`config.mk`:
```
export PLATFORM = sky130hd
export DESIGN_NAME = vga_timing_flat
export DESIGN_NICKNAME = d
export VERILOG_FILES = /design/src/hdl/video_timing_pkg.sv /design/src/hdl/scan_if.sv /design/src/hdl/vga_timing.sv /design/src/flat_wrapper.sv
export SDC_FILE = /design/constraint.sdc
export NUM_CORES = 1
export LEC_CHECK = 0
export ABC_AREA = 1
export CAP_MARGIN = 30
export CORE_UTILIZATION = 65
export DETAILED_ROUTE_END_ITERATION = 7
export DONT_BUFFER_PORTS = 1
export GPL_ROUTABILITY_DRIVEN = 0
export PLACE_DENSITY_LB_ADDON = 0.15
export SYNTH_ARGS = -nofsm -noshare
export SYNTH_HDL_FRONTEND = slang
export SYNTH_SLANG_ARGS = --single-unit
```
`constraint.sdc`:
```
create_clock -name M10k_pll -period 3.7 [get_ports M10k_pll]
set_input_delay 0.74 -clock M10k_pll [delete_from_list [all_inputs] [get_ports M10k_pll]]
set_output_delay 0.74 -clock M10k_pll [all_outputs]
set_load 0.03 [all_outputs]
```
`src/hdl/video_timing_pkg.sv`:
```
package video_timing_pkg;

	////////////////////////////////////////
	// Scan coordinates
	////////////////////////////////////////

	// Wide enough for 640x480 and its blanking
	localparam int COORD_W = 10;

	// Pixel column or line number
	typedef logic [COORD_W-1:0] coord_t;

	////////////////////////////////////////
	// Scan phases
	////////////////////////////////////////

	// Same four phases on both axes
	// Horizontal counts in clocks, vertical in lines
	typedef enum logic [1:0] {
		// Visible pixels
		ACTIVE = 2'd0,
		// Blank before sync
		FRONT  = 2'd1,
		// Sync low
		PULSE  = 2'd2,
		// Blank after sync
		BACK   = 2'd3
	} scan_phase_e;

endpackage
```
`src/hdl/scan_if.sv`:
```
`timescale 1ns/1ps

interface scan_if;

	// Coordinates of the pixel to fetch next
	// Held at zero outside the active phase
	video_timing_pkg::coord_t next_x;
	video_timing_pkg::coord_t next_y;

	// Both axes in ACTIVE
	logic in_active;

	// Registered syncs, active low
	logic hsync;
	logic vsync;

	// Timing generator side
	modport source (output next_x, next_y, in_active, hsync, vsync);

	// Pixel output side
	modport sink (input next_x, next_y, in_active, hsync, vsync);

endinterface

```
`src/hdl/vga_timing.sv`:
```
`timescale 1ns/1ps

module vga_timing #(
	// Last count of each horizontal phase, in clocks
	parameter int H_ACTIVE = 639,
	parameter int H_FRONT  = 15,
	parameter int H_PULSE  = 95,
	parameter int H_BACK   = 47,
	// Last count of each vertical phase, in lines
	parameter int V_ACTIVE = 479,
	parameter int V_FRONT  = 9,
	parameter int V_PULSE  = 1,
	parameter int V_BACK   = 32
) (
	input  logic     M10k_pll,
	input  logic     reset,
	scan_if.source   scan
);

	////////////////////////////////////////
	// Phase helpers
	////////////////////////////////////////

	// Phase order ACTIVE, FRONT, PULSE, BACK, then back to ACTIVE
	function automatic video_timing_pkg::scan_phase_e next_phase(
		input video_timing_pkg::scan_phase_e phase
	);
		case (phase)
			video_timing_pkg::ACTIVE: return video_timing_pkg::FRONT;
			video_timing_pkg::FRONT:  return video_timing_pkg::PULSE;
			video_timing_pkg::PULSE:  return video_timing_pkg::BACK;
			default:                  return video_timing_pkg::ACTIVE;
		endcase
	endfunction

	// Final horizontal count of a phase
	function automatic video_timing_pkg::coord_t h_last(
		input video_timing_pkg::scan_phase_e phase
	);
		case (phase)
			video_timing_pkg::ACTIVE: return video_timing_pkg::coord_t'(H_ACTIVE);
			video_timing_pkg::FRONT:  return video_timing_pkg::coord_t'(H_FRONT);
			video_timing_pkg::PULSE:  return video_timing_pkg::coord_t'(H_PULSE);
			default:                  return video_timing_pkg::coord_t'(H_BACK);
		endcase
	endfunction

	// Final vertical count of a phase
	function automatic video_timing_pkg::coord_t v_last(
		input video_timing_pkg::scan_phase_e phase
	);
		case (phase)
			video_timing_pkg::ACTIVE: return video_timing_pkg::coord_t'(V_ACTIVE);
			video_timing_pkg::FRONT:  return video_timing_pkg::coord_t'(V_FRONT);
			video_timing_pkg::PULSE:  return video_timing_pkg::coord_t'(V_PULSE);
			default:                  return video_timing_pkg::coord_t'(V_BACK);
		endcase
	endfunction

	// Phase state and counters
	video_timing_pkg::scan_phase_e h_phase;
	video_timing_pkg::scan_phase_e v_phase;
	video_timing_pkg::coord_t      h_count;
	video_timing_pkg::coord_t      v_count;

	// Last count of the current phase reached
	logic h_end;
	logic v_end;
	// Final clock of the line
	logic line_done;

	// Sync registers
	logic hsync_q;
	logic vsync_q;

	assign h_end     = (h_count == h_last(h_phase));
	assign v_end     = (v_count == v_last(v_phase));
	assign line_done = (h_phase == video_timing_pkg::BACK) && h_end;

	////////////////////////////////////////
	// Horizontal
	////////////////////////////////////////

	always_ff @(posedge M10k_pll) begin
		if (reset) begin
			h_phase <= video_timing_pkg::ACTIVE;
			h_count <= '0;
			hsync_q <= 1'b1;
		end else begin
			// Counter restarts at every phase change
			if (h_end) begin
				h_count <= '0;
				h_phase <= next_phase(h_phase);
			end else begin
				h_count <= h_count + 1'b1;
			end
			// Low only through the pulse, one clock late
			hsync_q <= (h_phase != video_timing_pkg::PULSE);
		end
	end

	////////////////////////////////////////
	// Vertical
	////////////////////////////////////////

	always_ff @(posedge M10k_pll) begin
		if (reset) begin
			v_phase <= video_timing_pkg::ACTIVE;
			v_count <= '0;
			vsync_q <= 1'b1;
		end else begin
			// Steps once per line
			if (line_done) begin
				if (v_end) begin
					v_count <= '0;
					v_phase <= next_phase(v_phase);
				end else begin
					v_count <= v_count + 1'b1;
				end
			end
			vsync_q <= (v_phase != video_timing_pkg::PULSE);
		end
	end

	// Coordinates of the pixel being scanned
	assign scan.next_x    = (h_phase == video_timing_pkg::ACTIVE) ? h_count : '0;
	assign scan.next_y    = (v_phase == video_timing_pkg::ACTIVE) ? v_count : '0;
	assign scan.in_active = (h_phase == video_timing_pkg::ACTIVE) &&
				(v_phase == video_timing_pkg::ACTIVE);
	assign scan.hsync     = hsync_q;
	assign scan.vsync     = vsync_q;

endmodule

```
`src/flat_wrapper.sv`:
```
// flat-port wrapper written by rule: the top's interface ports become plain ports
module vga_timing_flat 
#(
	                                                 
	parameter int H_ACTIVE = 639,
	parameter int H_FRONT  = 15,
	parameter int H_PULSE  = 95,
	parameter int H_BACK   = 47,
	                                              
	parameter int V_ACTIVE = 479,
	parameter int V_FRONT  = 9,
	parameter int V_PULSE  = 1,
	parameter int V_BACK   = 32
)
  (M10k_pll, reset, scan_next_x, scan_next_y, scan_in_active, scan_hsync, scan_vsync);
  scan_if scan_i ();
  input  logic M10k_pll;
  input  logic reset;
  output wire logic [$bits(scan_i.next_x)-1:0] scan_next_x;
  output wire logic [$bits(scan_i.next_y)-1:0] scan_next_y;
  output wire logic [$bits(scan_i.in_active)-1:0] scan_in_active;
  output wire logic [$bits(scan_i.hsync)-1:0] scan_hsync;
  output wire logic [$bits(scan_i.vsync)-1:0] scan_vsync;
  assign scan_next_x = scan_i.next_x;
  assign scan_next_y = scan_i.next_y;
  assign scan_in_active = scan_i.in_active;
  assign scan_hsync = scan_i.hsync;
  assign scan_vsync = scan_i.vsync;
  vga_timing #(.H_ACTIVE(H_ACTIVE), .H_FRONT(H_FRONT), .H_PULSE(H_PULSE), .H_BACK(H_BACK), .V_ACTIVE(V_ACTIVE), .V_FRONT(V_FRONT), .V_PULSE(V_PULSE), .V_BACK(V_BACK)) u_core (.M10k_pll(M10k_pll), .reset(reset), .scan(scan_i));
endmodule
```
# After elaboration in Yosys (flattened, before gate mapping)
# Cells that the tools add are included.
# op_classes
n_addsub,2
mul,0
div_mod_pow,0
n_lt_le_gt_ge,0
n_eq_ne,9
shifts,0
mux,7
bitwise_logic,0
reduce_logical,6
# op_table
cell,count
$mux 10,3
$pmux 10 s3,1
$pmux 9 s3,1
$add 10x1->10 const B,2
$pmux 2 s3,2
$eq 10x10->1,1
$eq 10x9->1,1
$eq 2x2->1 const B,3
$eq 2x1->1 const B,2
$logic_not 2->1,2
$ne 2x2->1 const B,2
$logic_and 1x1->1,2
$reduce_and 2->1,1
$reduce_or 2->1,1
# totals
ff_bits,26
latchBits,0
ram_bits,0
romBits,0
input_bits,2
output_inout_bits,23
elab_cells,30
n_memories,0

# Longest topological paths before layout
# logic_depth
ltp_word,5
mapped_depth,12
mapped_depth_nobuf,12

# Worst setup path after synthesis
# No wires, ideal clock.
# synth_timing
kind,register to output
start,register u_core.h_phase[0]
end,output scan_next_x[0]
arrival_ps,1181
slack_ps,1779
path_stages_with_launch,6
n_path_buf,1
cell_sequence,dfxtp_1 -> inv_1 -> ha_1 -> clkbuf_1 -> nand2_1 -> inv_1
# synth_between
elab_chain_cells,2
# synth_lines
element,line,rtl
from (decl),vga_timing.sv:61,video_timing_pkg::scan_phase_e h_phase;
from (signal assigned),vga_timing.sv:86,h_phase <= video_timing_pkg::ACTIVE;
from (signal assigned),vga_timing.sv:93,h_phase <= next_phase(h_phase);
$logic_not 2->1,vga_timing.sv:126,assign scan.next_x = (h_phase == video_timing_pkg::ACTIVE) ? h_count : '0;
$mux 10,vga_timing.sv:126,
to (decl),flat_wrapper.sv:19,output wire logic [$bits(scan_i.next_x)-1:0] scan_next_x;
# No other way between the ends.

# Final worst setup path
# layout_timing
start,register u_core.h_phase[0]
end,output scan_next_x[9]
# Same word-level chain as after synthesis.

==> flow_summary.toml <==
[run_status]
status = "finished, final reports clean"

[grt]
grt_max_degree = 15
grt_pass1_vias = 1281
antenna_found_initial = 0
grt_pass1_wl_um = 5561
grt.total_usage_pct = 27.04
overflow = 0

[floorplanning]
core_area_sq_um = 2477
fp.dieH_um = 53.26
ios = 25
num_rows = 18
die_w_um = 53.26
initial_core_util_pct = 68.94
die-area_sq_um = 2837

[layout]
syn2layout_area_growth_pct = 3.004
nets = 272
drive_gt1_share_pct = 8.268
final_cells = 284
antenna_cells = 0
postLayoutCoreUtil_pct = 71.01
design_area_sq_um = 1759
fillerInstances = 229

[synth]
synth_area_per_cell_sq_um = 6.751
yosys-top-cells-area = "dfxtp_1 (30%), nand2_1 (16%), ha_1 (11%), inv_1 (8.8%), nor2_1 (7.0%)"
synthDistinctLibCells = 28
syn-instance-count = 253
synth_top_area_share_pct = 30.48
synthFlopType = "dfxtp_1"
synth_top_area_cell = "dfxtp_1"
seq_area_frac_synth_pct = 30.48
synth_edf_count = 0
synth_nets = 270
ys_seq_elements = 26
async_reset_ff_share_pct = 0
ys_warn_count = 0
syn_area_sq_um = 1708

[detailed_routing]
vias = 1527
dr.first_iter.drc_count = 46
wire_per_inst_um = 12.21
routed_via_density = 5.377
postRouteAntennaNets = 0
drc = 0
dr.pass1.iters = 4
drt-total-wl_um = 3469

[sta]
fin_crit_sh_pct = 67.11
setup-tns-final_ns = 0
skew_ns = 0.001227
period_minus_slack_ns = 2.483
setup_viol_count_final = 0
clock.fmax_mhz = 402.8
tightest_slew_ns = 0.4577
final_hold_viol_count = 0
grt_setup_unrepaired = "false"
drv_slew = 0
slew_headroom_pct = 69.49

[place]
dp_hpwl_um = 2640
placed_cells = 280
port_buffers = 0
placement.cell_area_sq_um = 1723

[clocking]
clock-sinks = 26
hold_buffers = 0
cts_resized = 0
cts_tree = "built"
cts-root-buf = "clkbuf_4"
cts_max_level = 1
cts.clk_slew.worst_paths_ns = 0.14
cts_buffers = 3
cts_max_path_buffers = 2
postCtsSetupBuffers = 0
clock_latency_ns = 0.33

[power]
p_leak_nw = 0.8168
finalPower_uw = 452.2
ir_drop_mv = 0.2689
p_per_area_nw_per_um2 = 257.1

[hold_path]
hp-class = "in2reg"
min_path_cells = 1

[setup_path]
worstSetupStartpointType = "flop"
worstSetupEndpointType = "output port"
rr_worst_depth = 9
worstPathRequired_ns = 2.96
cp_max_fo = 12
arrival_ns = 1.74
crit_type = "reg2out"

[flow_run]
max_cap_violations = 0
## state kept, by name (all words and copies together), names as in the netlist
| signal | flops |
|---|---|
| u_core.h_count | 10 |
| u_core.h_phase | 2 |
| u_core.scan.hsync | 1 |
| u_core.scan.vsync | 1 |
| u_core.v_count | 10 |
| u_core.v_phase | 2 |
## cells in the mapped netlist, drive strengths merged, types with 2 or more instances
library cell and number:
clkbuf 2, nor3 3, nand3b 2, nand4 6
nand2 77, inv 42, nor2 37, dfxtp 26
o21ai 3, a21oi 13, nand3 19, xor2 3
ha 15
## metal layers
layer | GRT usage, % | vias up | wire (um)
met5 | 0 | - | 0
met4 | 11.40 | 0 | 61
met3 | 7.471 | 7 | 237
met2 | 39.17 | 35 | 1447
met1 | 36.92 | 695 | 1722
li1 | - | 790 | -
## worst max-delay path, cell delays in order (launching register included)
cell and delay, ns:
dfxtp_1 0.38, inv_1 0.15, ha_1 0.45, ha_1 0.43
## worst paths after layout
path                                          to                           start  slack [ns]
setup / recovery                  scan_next_x[9]  u_core.h_phase[0]$_SDFFE_PP0P_        1.22
hold reg to reg     u_core.h_count[0]$_SDFF_PP0_    u_core.h_count[0]$_SDFF_PP0_        0.50
setup reg to reg  u_core.v_count[0]$_SDFFE_PP0P_  u_core.h_phase[0]$_SDFFE_PP0P_        1.35
hold / removal    u_core.v_count[8]$_SDFFE_PP0P_                           reset        0.45
## cells by family (layout without fill, tap and decap cells)
| family | after synthesis | in the layout | synth area share (%) |
|---|---|---|---|
| adders and majority gates | 15 | 15 | 10.99 |
| AOI/OAI and AO/OA | 18 | 18 | 5.568 |
| DFF | 26 | 26 | 30.48 |
| buffers and inverters | 45 | 46 | 10.55 |
| and+or+nand+nor | 145 | 145 | 40.37 |
| xor gates and xnor gates | 4 | 4 | 2.052 |
## cell usage in the layout (no fill, tap or decap), types with 2 or more instances in the layout
| cell | instances |
|---|---|
| nand2_2 | 5 |
| inv_2 | 2 |
| nand3b_1 | 2 |
| nand3_1 | 17 |
| ha_1 | 15 |
| clkbuf_4 | 3 |
| o21ai_0 | 3 |
| dfxtp_1 | 26 |
| nor2_1 | 32 |
| nor2_4 | 2 |
| nor3_2 | 2 |
| nand2_1 | 72 |
| xor2_1 | 3 |
| nand4_1 | 5 |
| a21oi_1 | 13 |
| inv_1 | 40 |
| nor2_2 | 2 |
## where the power goes
group	switching [mW]	internal (mW)	total, mW
clock network	0.0888	0.0603	0.149
logic	0.0133	0.00408	0.0174
registers	0.00293	0.283	0.286
total	0.105	0.347	0.452
## stage by stage
stage	worst slack, ns	hold WS, ns
global placement	1.390	0.4579
CTS	1.195	0.4427
global route	1.082	0.4299
detailed placement	1.377	0.4714
finish	1.217	0.4525
floorplan	1.779	0.4417
## area by class of cell
type	count	area (sq um)	share of cell area [%]
inverters	42	157.7	8.962
well taps	30	37.54	2.134
clock buffers	4	36.28	2.063
flip-flops and latches	26	520.5	29.59
multi-input cells	182	1007	57.25
Note: power is estimated with default switching activity, not from simulation.
