File: src/hdl/pixel_pkg.sv
package pixel_pkg;

	////////////////////////////////////////
	// Field and channel widths
	////////////////////////////////////////

	localparam int RED_W     = 3;
	localparam int GREEN_W   = 3;
	localparam int BLUE_W    = 2;
	// DAC channel width
	localparam int CHANNEL_W = 8;

	// One DAC channel
	typedef logic [CHANNEL_W-1:0] channel_t;

	// Stored pixel in 3-3-2, red in the top bits
	typedef struct packed {
		logic [RED_W-1:0]   red;
		logic [GREEN_W-1:0] green;
		logic [BLUE_W-1:0]  blue;
	} rgb332_t;

	////////////////////////////////////////
	// Fixed colours
	////////////////////////////////////////

	// Quadrant fill
	localparam rgb332_t COLOR_TOP_LEFT     = '{red: 3'b111, green: 3'b000, blue: 2'b00};
	localparam rgb332_t COLOR_BOTTOM_LEFT  = '{red: 3'b000, green: 3'b111, blue: 2'b00};
	localparam rgb332_t COLOR_TOP_RIGHT    = '{red: 3'b000, green: 3'b000, blue: 2'b11};
	localparam rgb332_t COLOR_BOTTOM_RIGHT = '{red: 3'b111, green: 3'b111, blue: 2'b00};

	// Border overlay, full white
	localparam rgb332_t COLOR_BORDER = '1;

endpackage

File: src/hdl/video_timing_pkg.sv
package video_timing_pkg;

	////////////////////////////////////////
	// Scan coordinates
	////////////////////////////////////////

	// Wide enough for 640x480 and its blanking
	localparam int COORD_W = 10;

	// Pixel column or line number
	typedef logic [COORD_W-1:0] coord_t;

	////////////////////////////////////////
	// Scan phases
	////////////////////////////////////////

	// Same four phases on both axes
	// Horizontal counts in clocks, vertical in lines
	typedef enum logic [1:0] {
		// Visible pixels
		ACTIVE = 2'd0,
		// Blank before sync
		FRONT  = 2'd1,
		// Sync low
		PULSE  = 2'd2,
		// Blank after sync
		BACK   = 2'd3
	} scan_phase_e;

endpackage
File: src/hdl/scan_if.sv
`timescale 1ns/1ps

interface scan_if;

	// Coordinates of the pixel to fetch next
	// Held at zero outside the active phase
	video_timing_pkg::coord_t next_x;
	video_timing_pkg::coord_t next_y;

	// Both axes in ACTIVE
	logic in_active;

	// Registered syncs, active low
	logic hsync;
	logic vsync;

	// Timing generator side
	modport source (output next_x, next_y, in_active, hsync, vsync);

	// Pixel output side
	modport sink (input next_x, next_y, in_active, hsync, vsync);

endinterface

File: src/hdl/pixel_output.sv
`timescale 1ns/1ps

module pixel_output #(
	parameter int H_ACTIVE     = 639,
	parameter int V_ACTIVE     = 479,
	parameter int BORDER_INSET = 100,
	parameter int ADDR_W       = 19
) (
	input  logic                M10k_pll,
	input  logic                reset,
	scan_if.sink                scan,
	output logic [ADDR_W-1:0]   read_address,
	input  pixel_pkg::rgb332_t  read_data,
	output pixel_pkg::channel_t vga_r,
	output pixel_pkg::channel_t vga_g,
	output pixel_pkg::channel_t vga_b,
	output logic                vga_hs,
	output logic                vga_vs,
	output logic                vga_blank_n
);

	localparam int LINE_W = H_ACTIVE + 1;

	// Border lines, inset from each edge
	localparam video_timing_pkg::coord_t LEFT_X   = video_timing_pkg::coord_t'(BORDER_INSET);
	localparam video_timing_pkg::coord_t RIGHT_X  =
		video_timing_pkg::coord_t'(H_ACTIVE - BORDER_INSET);
	localparam video_timing_pkg::coord_t TOP_Y    = video_timing_pkg::coord_t'(BORDER_INSET);
	localparam video_timing_pkg::coord_t BOTTOM_Y =
		video_timing_pkg::coord_t'(V_ACTIVE - BORDER_INSET);

	logic               on_border;
	// Stage one, aligned with the read data
	logic               active_d;
	logic               border_d;
	// Colour picked for the output register
	pixel_pkg::rgb332_t shown;

	// Same layout as the writer
	assign read_address = ADDR_W'(scan.next_y) * ADDR_W'(LINE_W) + ADDR_W'(scan.next_x);

	assign on_border = (scan.next_x == LEFT_X) || (scan.next_x == RIGHT_X) ||
			(scan.next_y == TOP_Y) || (scan.next_y == BOTTOM_Y);

	////////////////////////////////////////
	// Stage one
	////////////////////////////////////////

	always_ff @(posedge M10k_pll) begin
		if (reset) begin
			active_d <= 1'b0;
			border_d <= 1'b0;
			vga_hs   <= 1'b1;
			vga_vs   <= 1'b1;
		end else begin
			active_d <= scan.in_active;
			border_d <= on_border;
			// Syncs leave here, lined up with the pixel colour
			vga_hs   <= scan.hsync;
			vga_vs   <= scan.vsync;
		end
	end

	// Black in blanking, border on top of the picture
	always_comb begin
		if (!active_d) begin
			shown = '0;
		end else if (border_d) begin
			shown = pixel_pkg::COLOR_BORDER;
		end else begin
			shown = read_data;
		end
	end

	////////////////////////////////////////
	// Stage two
	////////////////////////////////////////

	always_ff @(posedge M10k_pll) begin
		if (reset) begin
			vga_r       <= '0;
			vga_g       <= '0;
			vga_b       <= '0;
			vga_blank_n <= 1'b0;
		end else begin
			// Fields into the top bits, low bits zero
			vga_r <= {shown.red, {(pixel_pkg::CHANNEL_W - pixel_pkg::RED_W){1'b0}}};
			vga_g <= {shown.green, {(pixel_pkg::CHANNEL_W - pixel_pkg::GREEN_W){1'b0}}};
			vga_b <= {shown.blue, {(pixel_pkg::CHANNEL_W - pixel_pkg::BLUE_W){1'b0}}};
			vga_blank_n <= vga_hs & vga_vs;
		end
	end

endmodule

File: src/flat_wrapper.sv
// flat-port wrapper written by rule: the top's interface ports become plain ports
module pixel_output_flat 
#(
	parameter int H_ACTIVE     = 639,
	parameter int V_ACTIVE     = 479,
	parameter int BORDER_INSET = 100,
	parameter int ADDR_W       = 19
)
  (M10k_pll, reset, read_address, read_data, vga_r, vga_g, vga_b, vga_hs, vga_vs, vga_blank_n, scan_next_x, scan_next_y, scan_in_active, scan_hsync, scan_vsync);
  scan_if scan_i ();
  input  logic M10k_pll;
  input  logic reset;
  output logic [ADDR_W-1:0] read_address;
  input  pixel_pkg::rgb332_t read_data;
  output pixel_pkg::channel_t vga_r;
  output pixel_pkg::channel_t vga_g;
  output pixel_pkg::channel_t vga_b;
  output logic vga_hs;
  output logic vga_vs;
  output logic vga_blank_n;
  input wire logic [$bits(scan_i.next_x)-1:0] scan_next_x;
  input wire logic [$bits(scan_i.next_y)-1:0] scan_next_y;
  input wire logic [$bits(scan_i.in_active)-1:0] scan_in_active;
  input wire logic [$bits(scan_i.hsync)-1:0] scan_hsync;
  input wire logic [$bits(scan_i.vsync)-1:0] scan_vsync;
  assign scan_i.next_x = scan_next_x;
  assign scan_i.next_y = scan_next_y;
  assign scan_i.in_active = scan_in_active;
  assign scan_i.hsync = scan_hsync;
  assign scan_i.vsync = scan_vsync;
  pixel_output #(.H_ACTIVE(H_ACTIVE), .V_ACTIVE(V_ACTIVE), .BORDER_INSET(BORDER_INSET), .ADDR_W(ADDR_W)) u_core (.M10k_pll(M10k_pll), .reset(reset), .scan(scan_i), .read_address(read_address), .read_data(read_data), .vga_r(vga_r), .vga_g(vga_g), .vga_b(vga_b), .vga_hs(vga_hs), .vga_vs(vga_vs), .vga_blank_n(vga_blank_n));
endmodule
File: config.mk
export PLATFORM = sky130hd
export DESIGN_NAME = pixel_output_flat
export DESIGN_NICKNAME = d
export VERILOG_FILES = /design/src/hdl/pixel_pkg.sv /design/src/hdl/video_timing_pkg.sv /design/src/hdl/scan_if.sv /design/src/hdl/pixel_output.sv /design/src/flat_wrapper.sv
export SDC_FILE = /design/constraint.sdc
export NUM_CORES = 1
export LEC_CHECK = 0
export BUFFER_PORTS_ARGS = -buffer_cell sky130_fd_sc_hd__buf_2
export CORE_MARGIN = 5
export CORE_UTILIZATION = 44
export DETAILED_ROUTE_END_ITERATION = 10
export GPL_TIMING_DRIVEN = 1
export HOLD_SLACK_MARGIN = 0.02
export PLACE_DENSITY = 0.82
export SYNTH_ARGS = -nofsm -noshare
export SYNTH_HDL_FRONTEND = slang
export SYNTH_SLANG_ARGS = --single-unit
File: constraint.sdc
create_clock -name M10k_pll -period 3.7 [get_ports M10k_pll]
set_input_delay 0.74 -clock M10k_pll [delete_from_list [all_inputs] [get_ports M10k_pll]]
set_output_delay 0.74 -clock M10k_pll [all_outputs]
set_load 0.01 [all_outputs]
# == Yosys cells after proc, flatten, opt, wreduce, memory -nomap -nowiden ==
# Index checks and enable logic that the tools add are counted.
# classes
n_mux,1
add_sub_neg,1
bitwise_logic,2
eq_ne,4
n_reduce_logical,4
multipliers,1
# op_table
cell,n
$eq 10x7->1 const B,2
$add 19x10->19,1
$mul 10x3->12 const B,1
$eq 10x10->1 const B,1
$eq 10x9->1 const B,1
$mux 8,1
$logic_or 1x1->1,3
$reduce_or 2->1,1
$and 1x1->1,1
$not 1->1,1
# totals
reg_bits,29
out_inout_bits,46
elab_cells,24

# == Depth between registers and ports, before layout ==
# logic_depth
depth_word,4
mapped_depth,8
depth_no_buf,8

# == Worst setup path before layout ==
# OpenSTA, ideal clock, no wires.
# synth_timing
path_kind,input to output
start,in scan_next_y[1]
end,out read_address[18]
arrival_ps,2781
cell_stages,8
setup_slack_ps,179
t_required_ps,2960
path_cell_list,ha_1 ha_1 fa_1 a21o_2 a221oi_1 xnor2_1 and4b_1 xnor2_1
# synth_between
elab_chain_cells,2
# synth_rtl
element,line_no,source
"start, declared",flat_wrapper.sv:22,input wire logic [$bits(scan_i.next_y)-1:0] scan_next_y;
$mul 10x3->12,pixel_output.sv:40,assign read_address = ADDR_W'(scan.next_y) * ADDR_W'(LINE_W) + ADDR_W'(scan.next_x);
$add 19x10->19,pixel_output.sv:40,
"end, declared",flat_wrapper.sv:13,output logic [ADDR_W-1:0] read_address;
# Every way passes these cells.

# == Worst setup path after layout ==
# layout_timing
start,in scan_next_y[2]
end,out read_address[18]
# The elaborated chain is that of the path after synthesis.

==> impl_metrics.env <==
export IMPL_outcome="complete, no violations"
export IMPL_synth_edf_count=0
export IMPL_final_area_sq_um=1782
export IMPL_drive_gt1_share_pct=38.43
export IMPL_intPower_uw=329.3
export IMPL_setup_viol=0
export IMPL_pwr_share_seq_pct=27.5
export IMPL_row_count=20
export IMPL_htreeDepth=1
export IMPL_synthTopCellsByCount="nor2_1 (26), buf_4 (23), ha_1 (19), dfxtp_1 (13), xnor2_1 (10)"
export IMPL_globalRouteTotalUtil_pct=14.15
export IMPL_synth_most_common_cell="nor2_1"
export IMPL_switching_share_pct=37.99
export IMPL_pin_count=79
export IMPL_cp_max_fo=6
export IMPL_ir_drop_uv=193.3
export IMPL_leakage_nw=0.8862
export IMPL_synth_mux_area_fraction_pct=0
export IMPL_fin_cells=273
export IMPL_ys_types=42
export IMPL_vias=1358
export IMPL_syn_area_sq_um=1393
export IMPL_yosys_warnings=0
export IMPL_synth_seq_area_share_pct=18.69
export IMPL_syn_inst=167
export IMPL_ys_ff_latch=13
export IMPL_dpl_hpwl_um=2791
export IMPL_finalHoldViolations=0
export IMPL_drtAntennaViolNets=0
export IMPL_clock_sinks=13
export IMPL_initial_core_util_pct=45.61
export IMPL_areaGrowthSynthToFinish_pct=27.94
export IMPL_period_needed_ps=3621
export IMPL_yosys_area_top_type="dfxtp_1"
export IMPL_p_sw_uw=201.7
export IMPL_synth_xor_area_share_pct=8.176
export IMPL_cap_viol_max_count=0
export IMPL_period_share_pct=97.86
export IMPL_die_h_um=66.26
export IMPL_cts_tree="built"
export IMPL_n_antenna_cell=0
export IMPL_synth_area_leaders="dfxtp_1 (19%), ha_1 (17%), buf_4 (12%)"
export IMPL_grt_overflow=0
export IMPL_place_inst=268
export IMPL_cp_start_kind="input port"
export IMPL_placed_area_sq_um=1672
export IMPL_clock_path_buffers=2
export IMPL_cp_data_arrival_time_ps=2880
export IMPL_grt_pass1_wl_um=5030
export IMPL_dieWidth_um=66.26
export IMPL_end_kind="output pin"
export IMPL_hp_class="reg2reg"
export IMPL_fin_nets=284
export IMPL_clockPowerShare_pct=15.9
export IMPL_post_drt_via_cell_ratio=4.974
export IMPL_ys_flop_type="dfxtp_1"
export IMPL_wirelength_um=3344
export IMPL_syn_avg_cell_area_sq_um=8.339
export IMPL_clk_pin_slew_ps=70
export IMPL_clk_latency_ps=270
export IMPL_max_freq_mhz=276.2
export IMPL_dieArea_sq_um=4390
export IMPL_power_frac_comb_pct=56.6
export IMPL_synth_top_family_by_area="simple AND/OR/NAND/NOR gates"
export IMPL_grt_max_degree=9
export IMPL_drtPass1Iterations=4
export IMPL_drt_initial_drc_count=76
export IMPL_cp_required_ps=2960
export IMPL_async_flop_share_pct=0
export IMPL_numCtsBuffers=3
export IMPL_yosys_area_share_adder_pct=19.95
export IMPL_numPortBuffers=62
export IMPL_synth_compound_area_share_pct=14.91
export IMPL_area_sequential_sq_um=260.3
export IMPL_p_per_area_nw_per_um2=298.0
export IMPL_path_class="in2out"
export IMPL_gp_congestion=0.8306
export IMPL_cts_root_buf="clkbuf_4"
export IMPL_synth_top_area_share_pct=18.69
export IMPL_grt_pass1_vias=1217
export IMPL_antenna_found_initial=0
export IMPL_multiInputGateArea_sq_um=1055
export IMPL_slew_violations=0
export IMPL_avgRoutedWirePerCell_um=12.25
export IMPL_yosys_area_share_simple_pct=22.91
export IMPL_finClkSkew_ps=1.665
export IMPL_drc=0
export IMPL_core_area_sq_um=3053
export IMPL_n_fill_cell=313
export IMPL_total_power_uw=531.0
-- metal layers --
metal	GRT usage (%)	routed length, um	up-vias	part of all wire (%)
met5	0	0	-	0
met4	2.792	0	0	0
met3	4.592	293	0	8.8
met2	25.03	1693	59	51
met1	16.55	1358	626	41
li1	-	-	673	-
-- layout by cell type, fill, tap and decap left out, drive strengths merged, types with 3 or more instances in the layout --
cell type	Yosys	layout
clkbuf	1	4
a211oi	4	4
ha	19	19
nand2	7	7
o211ai	3	3
o21ai	6	6
a221oi	3	3
dfxtp	13	13
a21o	3	3
conb	1	16
nor2	26	26
a21oi	7	7
buf	24	68
inv	8	8
xor2	3	3
nor2b	3	3
xnor2	10	10
-- sequential cells by signal, indices dropped and copies added (netlist names) --
name                cells
u_core.vga_b            2
u_core.vga_g            3
u_core.border_d         1
u_core.vga_r            3
u_core.vga_hs           1
u_core.vga_blank_n      1
u_core.active_d         1
u_core.vga_vs           1
-- final timing paths --
| path | start | to | cells past startpoint | slack, ps |
|---|---|---|---|---|
| setup reg to reg | u_core.active_d | u_core.vga_g[5] | 2 | 2970 |
| setup / recovery | scan_next_y[2] | read_address[18] | 9 | 80 |
| hold reg to reg | u_core.vga_vs | u_core.vga_blank_n | 2 | 440 |
| hold / removal | u_core.vga_vs | u_core.vga_blank_n | 2 | 440 |
-- cells by family (layout without fill, tap and decap cells) --
logic type      count (synthesis)  in the layout
simple gates                   58             58
buf+inv                        33             80
compound gates                 28             28
fa+ha+maj                      21             21
xor+xnor                       13             13
flops                          13             13
other cells                     1             16
-- layout make-up --
type,instances,area share [%]
inverter,8,1.685
sequential,13,14.61
multi-input combinational,136,59.20
timing repair buffer,68,19.94
tap,44,3.090
clock buffer,4,1.475
-- worst max-delay path, cell delays in order --
cell and delay, ps:
buf_2 120, ha_1 350, ha_1 350, a211oi_4 370, o21ba_2 240, and4bb_2 260
and4b_1 190, xnor2_1 120, buf_2 140
-- per-stage QoR --
step	setup TNS, ps	hold WS, ps	setup slack (ps)	util [%]
2_1_floorplan	0	454.1	178.8	-
3_3_place_gp	-90.76	416.9	-72.17	54.75
3_5_place_dp	-207.0	433.3	-124.2	54.75
4_1_cts	0	442.8	49.55	55.98
5_1_grt	-19.04	473.6	-12.52	58.36
6_report	0	438.1	79.14	58.36
-- timing repair --
action,CTS,global route
resized for setup,3,9
pin swaps,1,6
hold buffers,0,0
setup endpoints to repair,3,3
setup buffers,0,1
-- power by group through the flow --
stage	Clock, mW	Combinational (mW)	Sequential (mW)
2_1_floorplan	0	0.192	0.152
3_5_place_dp	0	0.275	0.149
4_1_cts	0.0873	0.279	0.146
3_3_place_gp	0	0.268	0.149
6_report	0.0845	0.301	0.146
5_1_grt	0.0971	0.333	0.147
No activity file was read; power rests on OpenSTA's default activity.
