## src/hdl/pixel_pkg.sv

```systemverilog
package pixel_pkg;

	////////////////////////////////////////
	// Field and channel widths
	////////////////////////////////////////

	localparam int RED_W     = 3;
	localparam int GREEN_W   = 3;
	localparam int BLUE_W    = 2;
	// DAC channel width
	localparam int CHANNEL_W = 8;

	// One DAC channel
	typedef logic [CHANNEL_W-1:0] channel_t;

	// Stored pixel in 3-3-2, red in the top bits
	typedef struct packed {
		logic [RED_W-1:0]   red;
		logic [GREEN_W-1:0] green;
		logic [BLUE_W-1:0]  blue;
	} rgb332_t;

	////////////////////////////////////////
	// Fixed colours
	////////////////////////////////////////

	// Quadrant fill
	localparam rgb332_t COLOR_TOP_LEFT     = '{red: 3'b111, green: 3'b000, blue: 2'b00};
	localparam rgb332_t COLOR_BOTTOM_LEFT  = '{red: 3'b000, green: 3'b111, blue: 2'b00};
	localparam rgb332_t COLOR_TOP_RIGHT    = '{red: 3'b000, green: 3'b000, blue: 2'b11};
	localparam rgb332_t COLOR_BOTTOM_RIGHT = '{red: 3'b111, green: 3'b111, blue: 2'b00};

	// Border overlay, full white
	localparam rgb332_t COLOR_BORDER = '1;

endpackage

```

## src/hdl/video_timing_pkg.sv

```systemverilog
package video_timing_pkg;

	////////////////////////////////////////
	// Scan coordinates
	////////////////////////////////////////

	// Wide enough for 640x480 and its blanking
	localparam int COORD_W = 10;

	// Pixel column or line number
	typedef logic [COORD_W-1:0] coord_t;

	////////////////////////////////////////
	// Scan phases
	////////////////////////////////////////

	// Same four phases on both axes
	// Horizontal counts in clocks, vertical in lines
	typedef enum logic [1:0] {
		// Visible pixels
		ACTIVE = 2'd0,
		// Blank before sync
		FRONT  = 2'd1,
		// Sync low
		PULSE  = 2'd2,
		// Blank after sync
		BACK   = 2'd3
	} scan_phase_e;

endpackage
```

## src/hdl/frame_fill_writer.sv

```systemverilog
`timescale 1ns/1ps

module frame_fill_writer #(
	parameter int H_ACTIVE = 639,
	parameter int V_ACTIVE = 479,
	parameter int ADDR_W   = 19
) (
	input  logic                M10k_pll,
	input  logic                reset,
	output logic                write_enable,
	output logic [ADDR_W-1:0]   write_address,
	output pixel_pkg::rgb332_t  write_data
);

	// Pixels per line
	localparam int LINE_W = H_ACTIVE + 1;

	// Quadrant split points
	localparam video_timing_pkg::coord_t HALF_X = video_timing_pkg::coord_t'((H_ACTIVE + 1) / 2);
	localparam video_timing_pkg::coord_t HALF_Y = video_timing_pkg::coord_t'((V_ACTIVE + 1) / 2);

	// Sweep position
	video_timing_pkg::coord_t x;
	video_timing_pkg::coord_t y;

	// Quadrant colour at the sweep position
	pixel_pkg::rgb332_t fill_color;

	always_comb begin
		if (x < HALF_X) begin
			fill_color = (y < HALF_Y) ? pixel_pkg::COLOR_TOP_LEFT :
					pixel_pkg::COLOR_BOTTOM_LEFT;
		end else begin
			fill_color = (y < HALF_Y) ? pixel_pkg::COLOR_TOP_RIGHT :
					pixel_pkg::COLOR_BOTTOM_RIGHT;
		end
	end

	////////////////////////////////////////
	// Raster sweep, one write per clock
	////////////////////////////////////////

	always_ff @(posedge M10k_pll) begin
		if (reset) begin
			write_enable <= 1'b0;
			x            <= '0;
			y            <= '0;
		end else begin
			write_enable <= 1'b1;
			// Wrap at end of line, then at end of frame
			if (x == video_timing_pkg::coord_t'(H_ACTIVE)) begin
				x <= '0;
				y <= (y == video_timing_pkg::coord_t'(V_ACTIVE)) ? '0 : y + 1'b1;
			end else begin
				x <= x + 1'b1;
			end
		end
	end

	// Address and data follow the sweep
	always_ff @(posedge M10k_pll) begin
		write_address <= ADDR_W'(y) * ADDR_W'(LINE_W) + ADDR_W'(x);
		write_data    <= fill_color;
	end

endmodule

```

## config.mk

```make
export PLATFORM = sky130hd
export DESIGN_NAME = frame_fill_writer
export DESIGN_NICKNAME = d
export VERILOG_FILES = /design/src/hdl/pixel_pkg.sv /design/src/hdl/video_timing_pkg.sv /design/src/hdl/frame_fill_writer.sv
export SDC_FILE = /design/constraint.sdc
export NUM_CORES = 1
export LEC_CHECK = 0
export ABC_AREA = 1
export BUFFER_PORTS_ARGS = -buffer_cell sky130_fd_sc_hd__clkbuf_2
export CORE_AREA = 4 4 72 74
export CTS_CLUSTER_SIZE = 25
export DETAILED_ROUTE_END_ITERATION = 16
export DIE_AREA = 0 0 76 78
export PLACE_DENSITY = 0.74
export SLEW_MARGIN = 20
export SYNTH_ARGS = -nofsm -noshare
export SYNTH_HDL_FRONTEND = slang
export SYNTH_SLANG_ARGS = --single-unit
```

## constraint.sdc

```tcl
create_clock -name M10k_pll -period 2.1 [get_ports M10k_pll]
set_input_delay 0 -clock M10k_pll [delete_from_list [all_inputs] [get_ports M10k_pll]]
set_output_delay 0 -clock M10k_pll [all_outputs]
set_load 0.01 [all_outputs]
```

# Word level (Yosys, flattened, before mapping)
# Cells that the tools add are included.
[word_totals]
reg_bits = 48
inputBits = 2
out_inout_bits = 28
elab_cells = 21
[op_classes]
n_addsub = 3
n_mul = 1
magnitude_cmp = 2
n_eq_ne = 2
n_mux = 5
n_reduce_logical = 1
[ops]
columns = ["operator", "n"]
rows = [
  ["$mux W8", 3],
  ["$add A10 B1 Y10 const B", 2],
  ["$add A19 B10 Y19", 1],
  ["$mul A10 B3 Y12 const B", 1],
  ["$eq A10 B10 Y1 const B", 1],
  ["$eq A10 B9 Y1 const B", 1],
  ["$lt A10 B8 Y1 const B", 1],
  ["$lt A10 B9 Y1 const B", 1],
  ["$mux W10", 1],
  ["$reduce_or A2 Y1", 1],
  ["$mux W1", 1],
]

# Longest topological paths before layout
# Gate-level depths: netlist (run 1).
[depth]
word_depth = 3
mapped_depth = 13
ltp_nobuf = 13

# Worst setup path after synthesis (run 1)
# Ideal clock, no wire load.
[synth_timing]
path_kind = "flip-flop to flip-flop"
startpoint = "register y[1]"
endpoint = "register write_address[18]"
setup_ps = 118
arrival_ps = 2123
required_time_ps = 1982
setup_slack_ps = -141
path_stages_with_launch = 13
path_buffers = 0
period_less_slack_ps = 2241
cell_sequence = "dfxtp_1 -> ha_1 -> ha_1 -> fa_1 -> nand2_1 -> nor2_1 -> nand2_1 -> nand2_1 -> inv_1 -> nor2_2 -> nand3_2 -> nor3_1 -> nor2_1"
[synth_via]
elab_chain_cells = 2
[synth_lines]
columns = ["element", "line_no", "text"]
rows = [
  ["start: declaration", "frame_fill_writer.sv:24", "video_timing_pkg::coord_t y;"],
  ["start signal: assignment", "frame_fill_writer.sv:53", "y <= (y == video_timing_pkg::coord_t'(V_ACTIVE)) ? '0 : y + 1'b1;"],
  ["$mul A10 B3 Y12", "frame_fill_writer.sv:62", "write_address <= ADDR_W'(y) * ADDR_W'(LINE_W) + ADDR_W'(x);"],
  ["$add A19 B10 Y19", "frame_fill_writer.sv:62", ""],
  ["end signal: assignment", "frame_fill_writer.sv:62", ""],
  ["end: declaration", "frame_fill_writer.sv:11", "output logic [ADDR_W-1:0] write_address,"],
]
# No other way between the ends.
# A chain may end at the register's enable or synchronous reset.

# Final worst setup path (run 1)
[layout_timing]
startpoint = "register y[3]"
endpoint = "register write_address[18]"
# The elaborated chain is that of the path after synthesis.

==> metrics.txt, run 1 <==
synth unique cells 27; total grt overflow 0; Worst-Margin Slew around 430 ps; slack of the critical path -7.054 ps; sequential fraction of the synthesis area a little under two fifths; WL/cell around 11 um; Synth area leaders dfxtp_1 (38%), ha_1 (12%), nand2_1 (11%), inv_1 (7.1%), nand3_1 (4.8%); GPL Wtd Cong approximately 0.85; combinational fraction of design power ~2.2%; Cells after DPL ~400; commonest cells after routing, fill and taps aside nand2_1 (65), inv_1 (43), dfxtp_1 (39); Net Sw Frac between 20% and 30%; fin crit share 100.3%; Antenna diodes 0; Avg Synthesized Cell Area 7.689 sq um; P_sw 0.3335 mW; H-tree lvl count 2; total power ~1.4 mW; main combinational cell family by area after synthesis simple AND/OR/NAND/NOR gates; total global-route track usage between 10% and 20%; Post-Synthesis Cells 296; CTS max path bufs 2; Post-Synth Simple-Gate Area between 20% and 30%; final setup vio count 1; die area 5928 sq um; Clock Sinks 43; fraction of layout cells with a size suffix above 1 25.36%; hpwl dp 3500 um; Starting Density between 40 and 50%; Detailed Route Iter0 Violations 93; Synth Register Bits 43; MaxCap Viol Count 0; Die X between 70 and 80 um; Post-synth EDFFs 0; Synth async-reset ratio 0%; required time of the critical path ~2400 ps; CTS tree built; # port buffers 29; YS warnings 0; Via density between 4 and 5; Setup CP Type reg -> reg; Setup crit end kind flop; layout net count approximately 380; Pleak approximately 1.4 nW; most common cell after layout, fill and taps aside nand2_1; leading area contributor after synthesis dfxtp_1; status complete, but fails checks; XOR/XNOR Fraction of Synth Area under 10%; Worst slew margin between 70% and 80%; initial antenna violation count 0; DIE HEIGHT 78 um; VDD IR max 0.3755 mV; PwrDens around 500 nW/um^2; Layout Skew 6.999 ps; fin util around three fifths; Most used DFF post-synth dfxtp_1; Int Power about 1.1 mW; DRT Pass-1 Iters 4; routed via count a little under 2k; clock latency on the worst-skew pair 300 ps; first-pass GRT wire length approximately 8000 um; CTS buffer count 5; remaining routing DRC violations 0; share of synthesized area spent on multiplexers 0%; synthesized area between 2000 and 2500 sq um; clock power share 39.2%; root buf cell clkbuf_8; fmax ~470 MHz; Pins Over Slew Limit 0; Tmin final ~2100 ps; WP data arrival between 2000 and 2500 ps; share of the synthesized area in the top cell type ~38%; Worst-path clk slew 90 ps; min-delay worst type reg -> reg; area share of fa/ha/maj cells after synthesis about an eighth; Final Hold Viols 0; synthesized net count roughly 320; largest net degree at the start of global routing 17; Final Non-Filler Cells around 410; vias in the first global route about 1.9k; RSZ-0062 raised after global routing yes; largest fanout on the critical path 3; area delta synth->final 23.97%; I/O Pins 30; Core Region 4598 sq um; Synth Area in Compound Gates about 6.0%; failing checks negative setup slack; sequential share of power between 50% and 60%; Critical Path Start Type flop; final WL roughly 4400 um; row count 25; Post-DRT Antenna Nets 0
## power groups by stage
| stage | combinational [mW] | sequential, mW | clock (mW) |
|---|---|---|---|
| 2_1_floorplan | 0.0142 | 0.851 | 0 |
| 3_3_place_gp | 0.0288 | 0.848 | 0 |
| 3_5_place_dp | 0.0290 | 0.848 | 0 |
| 4_1_cts | 0.0307 | 0.829 | 0.573 |
| 5_1_grt | 0.0347 | 0.831 | 0.608 |
| 6_report | 0.0305 | 0.829 | 0.554 |
## metrics by stage
stage	instance area [sq um]	setup WS (ps)	hold slack [ps]	TNS, ps
2_1_floorplan	2315	-46.47	69.07	-46.47
3_3_place_gp	2655	-22.71	262.5	-22.71
3_5_place_dp	2655	-67.99	263.3	-111.6
4_1_cts	2788	11.68	375.7	0
5_1_grt	2821	-140.0	384.6	-262.9
6_report	2821	-7.054	372.8	-7.054
## logic make-up (layout without fill, tap and decap cells)
| logic type | Yosys count | after routing |
|---|---|---|
| AO/OA/AOI/OAI | 25 | 25 |
| XOR/XNOR | 16 | 16 |
| adder cells (fa/ha/maj) | 23 | 23 |
| buffers and inverters | 49 | 104 |
| flip-flops | 43 | 43 |
| AND/OR/NAND/NOR | 140 | 140 |
## layer usage
metal	GRT usage, %	share of wire (%)
met4	8.007	2.5
met5	0	0
met3	4.176	3.7
met2	28.68	52
met1	16.74	42
## layout make-up
type                            count  area (sq um)
Clock buffer                        5         68.82
Clock inverter                      3         26.28
Timing Repair Buffer               52         320.3
Sequential cell                    43         868.3
Inverter                           44         165.2
Multi-Input combinational cell    204          1305
Fill cell                         403          1777
Tap cell                           54         67.56
## synth_stat cells, drive strengths merged (2+ instances only)
master	count
nand2	69
inv	44
dfxtp	43
nor2	33
nand3	23
ha	21
a21oi	13
xor2	10
nand4	7
o21ai	6
xnor2	6
buf	5
nor3	5
a31oi	2
fa	2
o21a	2
## path summary, 6_finish.rpt
check	from	endpoint	slack (ps)	cells after the start
worst max-delay path	y[3]	write_address[18]	-7	13
worst min-delay path	x[1]	write_address[1]	370	0
worst max register to register	y[3]	write_address[18]	-7	13
worst min register to register	x[1]	write_address[1]	370	0
## critical path, cell delays in order (launching register included)
cell and delay, ps:
dfxtp_2 350, ha_4 240, ha_4 160, fa_2 540
nand2_1 50, nor2_1 80, nand2_1 50, nand2_1 70
inv_1 50, nor2_2 100, nand3_2 120, nor2_2 110
nor2_1 50, nor2_1 70
## sequential cells by signal (all words and copies together) (netlist names)
signal	count
write_address	19
y	10
write_data	3
write_enable	1
x	10
## timing repair
action | 4_1_cts | 5_1_grt
endpoints found under the setup margin | 3 | 4
hold buffers | 1 | 0
gates resized for setup | 4 | 8
pin swaps | 2 | 2
buffers inserted | 0 | 0
endpoints found under the hold margin | 4 | 0
(Power assumes the default switching activity.)
==> inputs of run 2 (changes only) <==
GPL_TIMING_DRIVEN = 0   (was not set)
==> run 2 against run 1 <==
Effect of this change: the flow still finishes with violations (negative setup slack); worst hold slack improved by 3.7 ps; sequential cell count is the same; combinational power shrank 3%; register-to-register slack got worse by 96 ps; total power fell by 0.32%; critical path depth is 2 lower; global-route usage down 0.64 points; clock skew decreased by 2.7 ps; cell count down 1.5%.
==> metrics.txt, run 2 (synthesized netlist as in run 1, its figures left out) <==
status complete, but fails checks; failing checks negative setup slack; # port buffers 29; Cells after DPL between 300 and 400; P_sw approximately 0.33 mW; remaining routing DRC violations 0; # fillers roughly 400; Pleak 1.350 nW; first-pass GRT wire length roughly 7600 um; GPL Wtd Cong 0.8274; total grt overflow 0; vias in the first global route 1882; VDD IR max 0.4609 mV; max FFs per register 19; CTS tree built; Crit path max-delay family adder cells; Buf+Inv Stages, Crit Path 3; Layout Skew roughly 4.3 ps; Tmin final 2203 ps; Pins Over Slew Limit 0; root buf cell clkbuf_8; fraction of layout cells with a size suffix above 1 25.22%; hpwl dp around 3100 um; Setup crit end kind flop; Setup CP Type reg -> reg; Critical Path Slowest Stage Cell fa_2; CTS max path bufs 2; Starting Density around 50%; Int Power between 1 and 1.5 mW; I/O Pins 30; final WL 4204 um; CTS buffer count 5; largest fanout on the critical path 3; die area a little under 6000 sq um; Net Sw Frac 23.53%; Clock Sinks 43; slack of the critical path -103.1 ps; DIE HEIGHT a little under 80 um; Post-DRT Antenna Nets 0; initial antenna violation count 0; Core Region 4598 sq um; largest net degree at the start of global routing 17; Worst-Margin Slew ~420 ps; Die X between 70 and 80 um; required time of the critical path approximately 2300 ps; CP peak stage delay 570 ps; clock latency on the worst-skew pair about 300 ps; Final Non-Filler Cells ~400; RSZ-0062 raised after global routing yes; min-delay worst type reg -> reg; fin util 60.52%; crit-path cells ha_4 -> ha_4 -> fa_2 -> buf_6 -> nand3_1 -> nand2_2 -> inv_2 -> nor2_4 -> nand3_4 -> buf_6 -> xnor2_1; total global-route track usage between 10% and 20%; Final TNS setup -266.2 ps; sequential share of power ~59%; DRT Pass-1 Iters 4; H-tree lvl count 2; Via density around 4.9; routed via count slightly below 2k; area delta synth->final 22.27%; top flop regs write_address: 19 flops, x: 10 flops, y: 10 flops; Biggest register write_address; WL/cell about 11 um; most common cell after layout, fill and taps aside nand2_1; MaxCap Viol Count 0; combinational fraction of design power 2.1%; Worst-path clk slew ~90 ps; WP data arrival between 2000 and 2500 ps; commonest cells after routing, fill and taps aside nand2_1 (65), inv_1 (42), dfxtp_1 (35); fmax about 450 MHz; Antenna diodes 0; hold_ws around 380 ps; Critical Path Start Type flop; fin crit share 104.9%; PwrDens about 510 nW/um^2; final setup vio count 4; Worst slew margin a little under three quarters; layout net count 369; row count 25; Final Hold Viols 0; clock power share around two fifths; Detailed Route Iter0 Violations between 60 and 70
==> run 2: cell types whose count changed in the layout (fill, tap and decap cells not counted), moves of 2 or more <==
cell and delta:
ha_4 -2, dfxtp_2 +2, dfxtp_4 +2, buf_4 -9, dfxtp_1 -4, buf_6 +3
==> run 2: cell type report <==
class                   instances  area, sq um  share of cell area [%]
well taps                      54        67.56                   2.428
clock buffers                   5        68.82                   2.473
multi-input cells             204         1290                   46.36
repair buffers                 41        249.0                   8.948
clock inverters                 3        26.28                  0.9442
flip-flops and latches         43        878.3                   31.56
plain buffers                   5        37.54                   1.349
inverters                      44        165.2                   5.935
==> run 2: timing repair <==
action                                 CTS  global route
gates resized for setup                 12             9
pin swaps                                9             8
endpoints found under the hold margin    4             0
hold buffers                             1             0
setup endpoints to repair                5             5
buffers inserted                         9             3
==> run 2: worst paths after layout <==
path | startpoint | end | slack [ps] | depth (start not counted)
worst max-delay path | y[1] | write_address[16] | -100 | 11
worst max register to register | y[1] | write_address[16] | -100 | 11
worst min register to register | x[1] | write_address[1] | 380 | 0
worst min-delay path | x[1] | write_address[1] | 380 | 0
==> run 2: routing by layer <==
metal / vias up / part of all wire, % / routed length (um) / global-route usage [%]
li1: 1034 / - / - / -
met3: 7 / 2.7 / 113 / 3.248
met1: 894 / 43 / 1817 / 16.16
met4: 0 / 1.9 / 78 / 7.295
met2: 24 / 52 / 2195 / 28.17
met5: - / 0 / 0 / 0
==> run 2: per-stage QoR <==
| stage | worst slack, ps | power (mW) | instance area, sq um |
|---|---|---|---|
| 2_1_floorplan | -46.47 | 0.8648 | 2315 |
| 3_3_place_gp | -247.9 | 0.8765 | 2527 |
| 3_5_place_dp | -264.3 | 0.8770 | 2527 |
| 4_1_cts | -50.47 | 1.429 | 2735 |
| 5_1_grt | -199.7 | 1.471 | 2783 |
| 6_report | -103.1 | 1.409 | 2783 |
==> run 2: power groups by stage <==
stage	clock [mW]	combinational (mW)	sequential, mW
2_1_floorplan	0	0.0142	0.851
3_3_place_gp	0	0.0284	0.848
3_5_place_dp	0	0.0286	0.848
4_1_cts	0.571	0.0301	0.828
5_1_grt	0.608	0.0352	0.828
6_report	0.553	0.0297	0.826
